File: config.mk
export PLATFORM = sky130hd
export DESIGN_NAME = cpuCore
export DESIGN_NICKNAME = d
export VERILOG_FILES = /design/src/source/cpuPkg.sv /design/src/source/phaseSequencer.sv /design/src/source/instrDecoder.sv /design/src/source/regFile.sv /design/src/source/aluUnit.sv /design/src/source/branchUnit.sv /design/src/source/busUnit.sv /design/src/source/cpuCore.sv
export SDC_FILE = /design/constraint.sdc
export NUM_CORES = 1
export LEC_CHECK = 0
export ABC_AREA = 1
export ABC_CLOCK_PERIOD_IN_PS = 8800
export BUFFER_PORTS_ARGS = -buffer_cell sky130_fd_sc_hd__buf_2
export CAP_MARGIN = 20
export CORE_ASPECT_RATIO = 1.4
export CORE_UTILIZATION = 25
export DETAILED_ROUTE_END_ITERATION = 7
export GPL_ROUTABILITY_DRIVEN = 0
export MAX_ROUTING_LAYER = met4
export PLACE_DENSITY = 0.38
export SLEW_MARGIN = 20
export SYNTH_ARGS = -nofsm -noshare
export SYNTH_HDL_FRONTEND = slang
export SYNTH_SLANG_ARGS = --single-unit
File: constraint.sdc
create_clock -name clk -period 8.8 [get_ports clk]
set_input_delay 0.88 -clock clk [delete_from_list [all_inputs] [get_ports clk]]
set_output_delay 0.88 -clock clk [all_outputs]
set_load 0.02 [all_outputs]
File: src/source/cpuPkg.sv
`default_nettype none

package cpuPkg;

	typedef logic [15:0] dataWord;
	typedef logic [3:0] regIndex;

	// Implied operands of the U8 modes
	localparam regIndex regA = 4'd10;
	localparam regIndex regB = 4'd11;

	parameter dataWord resetVector = 16'h0000;

	typedef enum logic [3:0] {
		ALU_MOV = 4'd0,
		ALU_ADD = 4'd1,
		ALU_SUB = 4'd2,
		ALU_AND = 4'd3,
		ALU_OR  = 4'd4,
		ALU_XOR = 4'd5,
		ALU_SL  = 4'd6,
		ALU_SR  = 4'd7,
		ALU_SRA = 4'd8,
		ALU_ROT = 4'd9
	} aluOp;

	typedef enum logic [1:0] {
		REG_REG   = 2'd0,
		REG_U4    = 2'd1,
		REGB_U8   = 2'd2,
		REGA_U8RB = 2'd3
	} aluMode;

	// Code 3 is unused and decodes as NOP
	typedef enum logic [1:0] {
		MEM_LD  = 2'd0,
		MEM_LDB = 2'd1,
		MEM_ST  = 2'd2
	} memOp;

	typedef enum logic [1:0] {
		COND_ALWAYS = 2'd0,
		COND_Z      = 2'd1,
		COND_C      = 2'd2,
		COND_S      = 2'd3
	} condSel;

	typedef enum logic [1:0] {
		FETCH   = 2'd0,
		DECODE  = 2'd1,
		EXECUTE = 2'd2,
		COMMIT  = 2'd3
	} phase;

	// Instruction bits 15:14
	typedef enum logic [1:0] {
		SYSTEM = 2'd0,
		ALU    = 2'd1,
		LDST   = 2'd2,
		JUMP   = 2'd3
	} instrGroup;

	typedef struct packed {
		logic z;
		logic c;
		logic s;
	} flagSet;

	typedef struct packed {
		instrGroup group;
		aluOp      op;
		aluMode    mode;
		memOp      mem;
		condSel    cond;
		logic      sense;
		logic      relative;
		regIndex   rd;
		regIndex   rs;
		dataWord   imm;
		logic      regWrite;
	} ctrlWord;

endpackage

`default_nettype wire

File: src/source/phaseSequencer.sv
`timescale 1ns/100ps
`default_nettype none

module phaseSequencer #(
	parameter cpuPkg::dataWord PcStep = 16'd2
) (
	input  wire logic            clk,
	input  wire logic            rst,
	input  wire cpuPkg::dataWord din,
	input  wire cpuPkg::dataWord nextPc,
	output cpuPkg::phase         curPhase,
	output cpuPkg::dataWord      pc,
	output cpuPkg::dataWord      instr
);

	import cpuPkg::*;

	// Instructions sit on PcStep boundaries, so the low offset bits are dropped
	localparam dataWord alignMask = ~(PcStep - 16'd1);

	always_ff @(posedge clk) begin
		if (rst) begin
			curPhase <= FETCH;
			pc <= resetVector;
		end else begin
			case (curPhase)
				FETCH:   curPhase <= DECODE;
				DECODE:  curPhase <= EXECUTE;
				EXECUTE: curPhase <= COMMIT;
				default: begin
					curPhase <= FETCH;
					pc <= nextPc & alignMask;
				end
			endcase
		end
	end

	// Instruction word arrives on din during fetch
	always_ff @(posedge clk) begin
		if (curPhase == FETCH) begin
			instr <= din;
		end
	end

endmodule

`default_nettype wire

File: src/source/instrDecoder.sv
`timescale 1ns/100ps
`default_nettype none

module instrDecoder (
	input  wire cpuPkg::dataWord instr,
	output cpuPkg::ctrlWord      ctrl
);

	import cpuPkg::*;

	always_comb begin
		ctrl = '0;
		ctrl.group = instrGroup'(instr[15:14]);
		case (ctrl.group)
			ALU: begin
				ctrl.op = aluOp'(instr[13:10]);
				ctrl.mode = aluMode'(instr[9:8]);
				ctrl.regWrite = 1'b1;
				case (ctrl.mode)
					REG_REG: begin
						ctrl.rd = instr[7:4];
						ctrl.rs = instr[3:0];
					end
					REG_U4: begin
						ctrl.rd = instr[7:4];
						ctrl.rs = instr[3:0];
						ctrl.imm = {12'h000, instr[3:0]};
					end
					REGB_U8: begin
						ctrl.rd = regB;
						ctrl.rs = regB;
						ctrl.imm = {8'h00, instr[7:0]};
					end
					default: begin
						// RB supplies the low byte inside the ALU
						ctrl.rd = regA;
						ctrl.rs = regB;
						ctrl.imm = {instr[7:0], 8'h00};
					end
				endcase
				// Op codes past ROT are NOPs
				if (instr[13:10] > ALU_ROT) begin
					ctrl = '0;
				end
			end
			LDST: begin
				ctrl.mem = memOp'(instr[13:12]);
				ctrl.rd = instr[7:4];
				ctrl.rs = instr[3:0];
				ctrl.regWrite = (ctrl.mem != MEM_ST);
				if (instr[13:12] == 2'b11) begin
					ctrl = '0;
				end
			end
			JUMP: begin
				ctrl.sense = instr[13];
				ctrl.cond = condSel'(instr[12:11]);
				ctrl.relative = instr[8];
				ctrl.rs = instr[3:0];
				// Signed byte offset
				ctrl.imm = {{8{instr[7]}}, instr[7:0]};
			end
			default: begin
				ctrl = '0;
			end
		endcase
	end

endmodule

`default_nettype wire

File: src/source/regFile.sv
`timescale 1ns/100ps
`default_nettype none

module regFile (
	input  wire logic            clk,
	input  wire logic            rst,
	input  wire cpuPkg::regIndex readIdxA,
	input  wire cpuPkg::regIndex readIdxB,
	input  wire logic            writeEnable,
	input  wire cpuPkg::regIndex writeIdx,
	input  wire cpuPkg::dataWord writeData,
	output cpuPkg::dataWord      readA,
	output cpuPkg::dataWord      readB
);

	import cpuPkg::*;

	dataWord regs [16];

	always_ff @(posedge clk) begin
		if (rst) begin
			for (int i = 0; i < 16; i++) begin
				regs[i] <= '0;
			end
		end else if (writeEnable) begin
			regs[writeIdx] <= writeData;
		end
	end

	assign readA = regs[readIdxA];
	assign readB = regs[readIdxB];

endmodule

`default_nettype wire

File: src/source/aluUnit.sv
`timescale 1ns/100ps
`default_nettype none

module aluUnit (
	input  wire cpuPkg::ctrlWord ctrl,
	input  wire cpuPkg::dataWord opA,
	input  wire cpuPkg::dataWord opB,
	output cpuPkg::dataWord      result,
	output cpuPkg::flagSet       flags
);

	import cpuPkg::*;

	dataWord     operand;
	logic        carry;
	logic [31:0] rotPair;

	// Second operand by source mode
	always_comb begin
		case (ctrl.mode)
			REG_REG:   operand = opB;
			REGA_U8RB: operand = {ctrl.imm[15:8], opB[7:0]};
			default:   operand = ctrl.imm;
		endcase
	end

	// Rotate right as a shift of the doubled word
	assign rotPair = {opA, opA} >> operand[3:0];

	always_comb begin
		carry = 1'b0;
		case (ctrl.op)
			ALU_MOV: result = operand;
			ALU_ADD: {carry, result} = {1'b0, opA} + {1'b0, operand};
			// Carry holds the borrow
			ALU_SUB: {carry, result} = {1'b0, opA} - {1'b0, operand};
			ALU_AND: result = opA & operand;
			ALU_OR:  result = opA | operand;
			ALU_XOR: result = opA ^ operand;
			ALU_SL:  result = opA << operand[3:0];
			ALU_SR:  result = opA >> operand[3:0];
			ALU_SRA: result = dataWord'($signed(opA) >>> operand[3:0]);
			ALU_ROT: result = rotPair[15:0];
			default: result = operand;
		endcase
	end

	assign flags.z = (result == 16'h0000);
	assign flags.c = carry;
	assign flags.s = result[15];

endmodule

`default_nettype wire

File: src/source/branchUnit.sv
`timescale 1ns/100ps
`default_nettype none

module branchUnit #(
	parameter cpuPkg::dataWord PcStep = 16'd2
) (
	input  wire logic            clk,
	input  wire logic            rst,
	input  wire cpuPkg::phase    curPhase,
	input  wire cpuPkg::ctrlWord ctrl,
	input  wire cpuPkg::flagSet  aluFlags,
	input  wire cpuPkg::dataWord pc,
	input  wire cpuPkg::dataWord regValue,
	output cpuPkg::dataWord      nextPc
);

	import cpuPkg::*;

	flagSet  flags;
	logic    condTrue;
	logic    taken;
	dataWord seqPc;
	dataWord target;

	// Only ALU instructions touch the flags
	always_ff @(posedge clk) begin
		if (rst) begin
			flags <= '0;
		end else if (curPhase == COMMIT && ctrl.group == ALU) begin
			flags <= aluFlags;
		end
	end

	always_comb begin
		case (ctrl.cond)
			COND_Z:  condTrue = flags.z;
			COND_C:  condTrue = flags.c;
			COND_S:  condTrue = flags.s;
			default: condTrue = 1'b1;
		endcase
	end

	// Sense set means jump on a true condition
	assign taken = (ctrl.group == JUMP) && (condTrue == ctrl.sense);
	assign seqPc = pc + PcStep;
	assign target = ctrl.relative ? (seqPc + ctrl.imm) : regValue;
	assign nextPc = taken ? target : seqPc;

endmodule

`default_nettype wire

File: src/source/busUnit.sv
`timescale 1ns/100ps
`default_nettype none

module busUnit (
	input  wire logic            clk,
	input  wire logic            rst,
	input  wire cpuPkg::phase    curPhase,
	input  wire cpuPkg::ctrlWord ctrl,
	input  wire cpuPkg::dataWord pc,
	input  wire cpuPkg::dataWord addrReg,
	input  wire cpuPkg::dataWord dataReg,
	input  wire cpuPkg::dataWord aluResult,
	input  wire cpuPkg::dataWord din,
	output cpuPkg::dataWord      addr,
	output cpuPkg::dataWord      dout,
	output logic                 rd,
	output logic                 wr,
	output logic                 writeEnable,
	output cpuPkg::dataWord      writeData
);

	import cpuPkg::*;

	logic    isMem;
	logic    memAccess;
	logic    memRead;
	dataWord loadData;

	assign isMem = (ctrl.group == LDST);
	assign memAccess = isMem && (curPhase == EXECUTE);
	assign memRead = memAccess && (ctrl.mem != MEM_ST);

	// PC on the bus except during a data access
	assign addr = memAccess ? addrReg : pc;
	assign dout = dataReg;
	assign rd = (curPhase == FETCH) || memRead;
	assign wr = memAccess && (ctrl.mem == MEM_ST);

	// Memory answers within execute
	always_ff @(posedge clk) begin
		if (rst) begin
			loadData <= '0;
		end else if (memRead) begin
			loadData <= (ctrl.mem == MEM_LDB) ? {8'h00, din[7:0]} : din;
		end
	end

	assign writeEnable = (curPhase == COMMIT) && ctrl.regWrite;
	assign writeData = isMem ? loadData : aluResult;

endmodule

`default_nettype wire

File: src/source/cpuCore.sv
`timescale 1ns/100ps
`default_nettype none

module cpuCore #(
	parameter cpuPkg::dataWord PcStep = 16'd2
) (
	input  wire logic            clk,
	input  wire logic            rst,
	input  wire cpuPkg::dataWord din,
	output cpuPkg::dataWord      addr,
	output cpuPkg::dataWord      dout,
	output logic                 rd,
	output logic                 wr,
	output logic                 fetch,
	output logic                 decode,
	output logic                 execute,
	output logic                 commit
);

	import cpuPkg::*;

	phase    curPhase;
	dataWord pc;
	dataWord instr;
	dataWord nextPc;
	ctrlWord ctrl;
	dataWord readA;
	dataWord readB;
	dataWord aluResult;
	flagSet  aluFlags;
	logic    writeEnable;
	dataWord writeData;

	// Phase strobes for the outside world
	assign fetch   = (curPhase == FETCH);
	assign decode  = (curPhase == DECODE);
	assign execute = (curPhase == EXECUTE);
	assign commit  = (curPhase == COMMIT);

	phaseSequencer #(.PcStep(PcStep)) i_phaseSequencer (
		.clk      (clk),
		.rst      (rst),
		.din      (din),
		.nextPc   (nextPc),
		.curPhase (curPhase),
		.pc       (pc),
		.instr    (instr)
	);

	instrDecoder i_instrDecoder (
		.instr (instr),
		.ctrl  (ctrl)
	);

	// Port A reads rd, port B reads rs
	regFile i_regFile (
		.clk         (clk),
		.rst         (rst),
		.readIdxA    (ctrl.rd),
		.readIdxB    (ctrl.rs),
		.writeEnable (writeEnable),
		.writeIdx    (ctrl.rd),
		.writeData   (writeData),
		.readA       (readA),
		.readB       (readB)
	);

	aluUnit i_aluUnit (
		.ctrl   (ctrl),
		.opA    (readA),
		.opB    (readB),
		.result (aluResult),
		.flags  (aluFlags)
	);

	branchUnit #(.PcStep(PcStep)) i_branchUnit (
		.clk      (clk),
		.rst      (rst),
		.curPhase (curPhase),
		.ctrl     (ctrl),
		.aluFlags (aluFlags),
		.pc       (pc),
		.regValue (readB),
		.nextPc   (nextPc)
	);

	busUnit i_busUnit (
		.clk         (clk),
		.rst         (rst),
		.curPhase    (curPhase),
		.ctrl        (ctrl),
		.pc          (pc),
		.addrReg     (readB),
		.dataReg     (readA),
		.aluResult   (aluResult),
		.din         (din),
		.addr        (addr),
		.dout        (dout),
		.rd          (rd),
		.wr          (wr),
		.writeEnable (writeEnable),
		.writeData   (writeData)
	);

endmodule

`default_nettype wire

==> impl_metrics.yaml, run 1 <==
clock_tree:
  cts_setup_buffers: 0
  cts_sinks: 308
  numCtsBuffers: 37
  clk_pin_slew_worst_paths_ps: 60
  cts_buffer_depth: 3
  postCtsResizedCells: 0
  hold_buffers: 0
  cts-root-buf: "clkbuf_16"
  tritoncts: "built"
  clkLatencyLatePin_ps: 590
  cts_max_level: 2
cells_and_area:
  regArea_mm2: 0.00889
  fin_nets: 3350
  fill_cells: 10300
  area_growth_pct: 11.0
  multi_input_area_mm2: 0.0122
  n_antenna_cell: 0
  final_core_util_pct: 28.0
  layout-drive-gt1-share_pct: 8.39
worst_hold_path:
  hold_end: "i_busUnit.loadData[1]"
  hold_class: "reg2reg"
  worstHoldStart: "i_busUnit.loadData[1]"
  hold_depth: 2
sta:
  hold_viol_final: 0
  rsz0062_at_grt: "no"
  slew_headroom_pct: 25.8
  setup_tns_ps: 0
  finalSetupViolCount: 0
  slew_violations: 0
  fin_crit_sh_pct: 88.3
  tightest_slew_ps: 1110
  max_freq_mhz: 129
  final.min_clock_period_ps: 7770
  fin_skew_ps: 35.6
worst_setup_path:
  arrival_ps: 8040
  r2r_cells: 32
  crit_path_frequent_cell: "nand2_1"
  path_max_fanout: 79
  crit_type: "reg2reg"
  crit_required_ps: 9070
  r2r-start: "i_phaseSequencer.instr[15]"
  crit_path_max_incr_delay_ps: 710
  cp-start-kind: "flop"
  r2r_end: "i_regFile.regs[10][12]"
  slowest_stage: "inv_4"
  r2r_slack_ps: 1030
  end_kind: "flop"
drt:
  drt-wirelength-per-cell_um: 24.7
  wirelength_um: 111000
  drc: 0
  viasPerCell: 5.00
  detail-route-antenna-nets: 0
  first_pass_iters: 6
  vias: 22400
  first_iter_violations: 1658
pwr:
  power_density_mw_per_mm2: 400
  leakagePower_uw: 0.0114
  peakVddDrop_uv: 185
flow_run:
  maxCapViolCount: 0
synthesis:
  ys_types: 58
  synthFlopType: "edfxtp_1"
  ys_seq_elements: 308
  netlist_instances: 3281
  synth-async-reset-ratio_pct: 0
  mappedNetlistArea_mm2: 0.0233
  syn_nets: 3379
  seq_area_frac_synth_pct: 38.1
  syn_avg_cell_area_um2: 7.12
  synth_edf_count: 272
  yosys_warnings: 0
grt:
  grt_max_degree: 126
  grt_overflow: 0
  grt_pass1_wl_um: 156000
  antenna_found_initial: 0
  grt_usage_pct: 23.9
  grt_pass1_vias: 21900
place:
  hpwl_um: 78800
  portBuffers: 55
status:
  status: "finished clean"
floorplanning:
  die_w_um: 260
  die_height_um: 364
  ios: 56
  num_rows: 132
  fp.coreArea_mm2: 0.0925
  start_util_pct: 25.2
  die-area_mm2: 0.0946
==> final cells by class <==
class | instances | share of cell area [%]
Multi-Input combinational cell | 2438 | 47.1
Clock inverter | 16 | 0.507
Tap cell | 1206 | 5.82
Timing Repair Buffer | 116 | 3.13
Clock buffer | 50 | 4.00
Inverter | 351 | 5.11
Sequential cell | 308 | 34.3
==> synth_stat cells, types with 11 or more instances <==
cell | number | area share [%]
edfxtp_1 | 272 | 35
buf_2 | 64 | 1.4
buf_6 | 14 | 0.68
a21oi_1 | 96 | 2.1
nand3b_1 | 34 | 1.1
inv_2 | 16 | 0.26
nor3_1 | 28 | 0.60
dfxtp_1 | 36 | 3.1
o21ai_2 | 11 | 0.41
inv_1 | 331 | 5.3
nand3_1 | 337 | 7.2
xor2_1 | 25 | 0.94
ha_1 | 77 | 4.1
clkbuf_1 | 67 | 1.1
nand3_2 | 18 | 0.77
buf_4 | 23 | 0.74
o21ai_0 | 157 | 3.4
a221oi_1 | 16 | 0.60
nand2_1 | 1009 | 16
buf_1 | 15 | 0.24
nand2_2 | 21 | 0.56
nor2_1 | 382 | 6.1
o211ai_1 | 107 | 3.4
nand4_1 | 11 | 0.29
==> worst max path at each step <==
stage / from / end / slack, ps / cells after the start
after global placement: i_phaseSequencer.instr[15] / i_regFile.regs[8][12] / 1240 / 32
final: i_phaseSequencer.instr[15] / i_regFile.regs[10][12] / 1030 / 32
after floorplan: i_phaseSequencer.instr[14] / i_regFile.regs[6][15] / 3270 / 33
after detailed placement: i_phaseSequencer.instr[15] / i_regFile.regs[8][12] / 1180 / 32
after CTS: i_phaseSequencer.instr[15] / i_regFile.regs[8][12] / 1130 / 32
after global routing: i_phaseSequencer.instr[15] / i_regFile.regs[8][15] / 600 / 32
==> metrics by stage <==
step	setup slack [ps]	instances	power, uW	hold WS, ps	cell area [um^2]
finish	1030	4485	10400	462	25900
global route	596	4485	11000	481	25900
CTS	1130	4484	10400	455	25900
detailed placement	1180	4418	8800	458	24700
global placement	1240	4417	8870	447	24700
floorplan	3270	3281	6230	430	23300
==> layout by cell type (no fill, tap or decap), types with 9 or more instances in the layout <==
| cell type | netlist | routed |
|---|---|---|
| a21oi_1 | 96 | 96 |
| a221oi_1 | 16 | 16 |
| buf_2 | 64 | 55 |
| buf_4 | 23 | 55 |
| clkbuf_1 | 67 | 9 |
| clkbuf_16 | 0 | 39 |
| clkinv_1 | 2 | 9 |
| dfxtp_1 | 36 | 36 |
| edfxtp_1 | 272 | 272 |
| ha_1 | 77 | 76 |
| inv_1 | 331 | 331 |
| inv_2 | 16 | 15 |
| nand2_1 | 1009 | 1006 |
| nand2_2 | 21 | 22 |
| nand3_1 | 337 | 337 |
| nand3_2 | 18 | 18 |
| nand3b_1 | 34 | 34 |
| nand4_1 | 11 | 11 |
| nor2_1 | 382 | 382 |
| nor3_1 | 28 | 28 |
| nor4_1 | 10 | 10 |
| o211ai_1 | 107 | 107 |
| o21ai_0 | 157 | 157 |
| o31ai_1 | 9 | 9 |
| xor2_1 | 25 | 25 |
==> per-layer routing <==
| layer | routed length [um] | track usage (%) | up-vias |
|---|---|---|---|
| li1 | - | - | 10800 |
| met1 | 41800 | 25.2 | 10800 |
| met2 | 56100 | 42.0 | 622 |
| met3 | 4060 | 2.24 | 249 |
| met4 | 8610 | 16.2 | 0 |
| met5 | 0 | - | - |
==> where the power goes <==
group | internal [uW] | switching, uW | total (uW)
Combinational | 1700 | 5350 | 7040
Sequential | 1680 | 80.6 | 1760
Clock | 886 | 682 | 1570
==> flip-flops by register name (all words and copies together), names as in the netlist <==
signal,flops
i_phaseSequencer.pc,15
i_phaseSequencer.instr,16
i_busUnit.loadData,16
i_regFile.regs,256
i_branchUnit.flags,3
i_phaseSequencer.curPhase,2
==> logic make-up (layout without fill, tap and decap cells) <==
family | after synthesis | after routing | synth area share [%]
fa+ha+maj | 80 | 80 | 4.38
simple gates | 1876 | 1876 | 34.4
buf+inv | 535 | 533 | 9.83
compound gates | 456 | 456 | 12.3
flops | 308 | 308 | 38.1
xor+xnor | 26 | 26 | 0.975
==> worst max-delay path: cells and delay by family, from the launching register on <==
family / cells / cell delay (ps)
compound gates: 7 / 1510
fa+ha+maj: 2 / 730
buf+inv: 6 / 1820
flops: 1 / 410
simple gates: 17 / 2910
Note: power is estimated with default switching activity, not from simulation.
==> inputs of run 2 (changes only) <==
Settings changed: CORE_MARGIN set to 3.
==> run 2 against run 1 <==
Compared with the run above:
- combinational power is essentially flat
- clock-buffer cell count down 5
- design area barely moved
- largest power group unchanged
- critical endpoint is now i_regFile.regs[8][15]
- maximum frequency grew 2.0%
- final cell count rose by 0.25%
- largest cell class unchanged
- sequential power barely moved
- worst hold slack got worse by 0.83 ps
- total power increased by 0.25%
- critical path depth shrank 4
==> impl_metrics.yaml, run 2 (synthesis gave the netlist of run 1 again) <==
cells_and_area:
  reg_top3: "i_regFile.regs x256, i_busUnit.loadData x16, i_phaseSequencer.instr x16"
  layout-drive-gt1-share_pct: 8.70
  final_common_cell: "nand2_1"
  regMostFlops: "i_regFile.regs"
  largest_reg_flops: 256
  fin_nets: 3359
  area_growth_pct: 11.1
  fin_cells: 4496
  layout_common_cells: "1006 x nand2_1, 382 x nor2_1, 337 x nand3_1"
sta:
  slew_violations: 0
  slew_headroom_pct: 27.2
  hold_viol_final: 0
  tightest_slew_ps: 1090
  fin_skew_ps: 41.3
  final.min_clock_period_ps: 7620
  fin_crit_sh_pct: 86.6
  setup_tns_ps: 0
  rsz0062_at_grt: "no"
  max_freq_mhz: 131
  finalSetupViolCount: 0
flow_run:
  maxCapViolCount: 0
place:
  portBuffers: 55
  hpwl_um: 80300
  placed_cells: 4426
clock_tree:
  postCtsResizedCells: 0
  tritoncts: "built"
  numCtsBuffers: 37
  cts_sinks: 308
  clk_pin_slew_worst_paths_ps: 70
  cts-root-buf: "clkbuf_16"
  cts_setup_buffers: 0
  hold_buffers: 0
  cts_buffer_depth: 3
  cts_max_level: 2
  clkLatencyLatePin_ps: 590
status:
  status: "finished clean"
drt:
  drc: 0
  drt-wirelength-per-cell_um: 24.6
  first_iter_violations: 1623
  detail-route-antenna-nets: 0
  wirelength_um: 110000
  first_pass_iters: 6
  vias: 22600
  viasPerCell: 5.03
worst_setup_path:
  arrival_ps: 7920
  path_max_fanout: 42
  slowest_stage: "o311ai_0"
  cp-start-kind: "flop"
  r2r-start: "i_phaseSequencer.instr[15]"
  end_kind: "flop"
  crit_path_frequent_cell: "nand2_1"
  crit_type: "reg2reg"
  r2r_end: "i_regFile.regs[8][15]"
  r2r_slack_ps: 1180
  crit_path_max_incr_delay_ps: 710
  crit_required_ps: 9090
  r2r_cells: 28
pwr:
  power_density_mw_per_mm2: 401
  peakVddDrop_uv: 215
  totalPowerFinal_uw: 10400
  leakagePower_uw: 0.0114
grt:
  grt_max_degree: 141
  antenna_found_initial: 1
  grt_usage_pct: 23.0
  grt_pass1_wl_um: 159000
  grt_overflow: 0
  grt_pass1_vias: 22600
floorplanning:
  die_w_um: 264
  ios: 56
  fp.coreArea_mm2: 0.0925
  die-area_mm2: 0.0971
  start_util_pct: 25.2
  num_rows: 132
  die_height_um: 368
worst_hold_path:
  hold_class: "reg2reg"
  hold_depth: 2
  worstHoldStart: "i_busUnit.loadData[1]"
  hold_end: "i_busUnit.loadData[1]"
run 2: cell types whose count changed in the layout (fill, tap and decap cells not counted):
| cell | delta |
|---|---|
| clkinv_8 | +2 |
| buf_12 | -4 |
| clkbuf_8 | -1 |
| clkinv_2 | +1 |
| buf_4 | +12 |
| buf_16 | -1 |
| clkbuf_1 | -2 |
| diode_2 | +1 |
| clkbuf_16 | -2 |
| bufinv_16 | +1 |
| clkinv_4 | +1 |
| buf_8 | +2 |
| clkinv_1 | +1 |
run 2: where the power goes:
group          internal [uW]  switching, uW  total (uW)
combinational           1690           5370        7070
sequential              1680           77.0        1750
clock                    877            693        1570
run 2: through the flow:
| step | setup slack (ps) | utilization, % | hold WS [ps] | instance area [um^2] |
|---|---|---|---|---|
| 2_1_floorplan | 3270 | - | 430 | 23300 |
| 3_3_place_gp | 1340 | 26.7 | 456 | 24700 |
| 3_5_place_dp | 1300 | 26.7 | 455 | 24700 |
| 4_1_cts | 1260 | 28.0 | 468 | 25900 |
| 5_1_grt | 637 | 28.0 | 484 | 25900 |
| 6_report | 1180 | 28.0 | 461 | 25900 |
run 2: area by class of cell:
cell class	count	area [um^2]
antenna	1	2.50
multi-input combinational	2438	12200
inverter	351	1330
fill	10400	66500
clock buffer	45	966
clock inverter	22	211
tap	1206	1510
sequential	308	8890
timing repair buffer	125	823
run 2: worst max-delay path: cells and delay by family, from the launching register on:
family	cells	cell delay, ps
adders and majority gates	2	1050
and+or+nand+nor	16	2530
AOI/OAI and AO/OA	6	1870
DFF	1	420
buffers and inverters	4	1320
run 2: worst max path at each step:
stage	slack [ps]	cells past startpoint	endpoint	from
floorplan	3270	33	i_regFile.regs[6][15]	i_phaseSequencer.instr[14]
global placement	1340	28	i_regFile.regs[10][15]	i_phaseSequencer.instr[14]
detailed placement	1300	30	i_regFile.regs[6][14]	i_phaseSequencer.instr[15]
CTS	1260	30	i_regFile.regs[13][14]	i_phaseSequencer.instr[15]
global route	640	30	i_regFile.regs[15][14]	i_phaseSequencer.instr[14]
finish	1180	28	i_regFile.regs[8][15]	i_phaseSequencer.instr[15]
run 2: per-layer routing:
layer	vias up	global-route usage [%]	routed length [um]
li1	10800	-	-
met1	11000	25.5	43600
met2	630	40.6	56000
met3	209	1.84	3420
met4	0	13.2	7450
met5	-	-	0
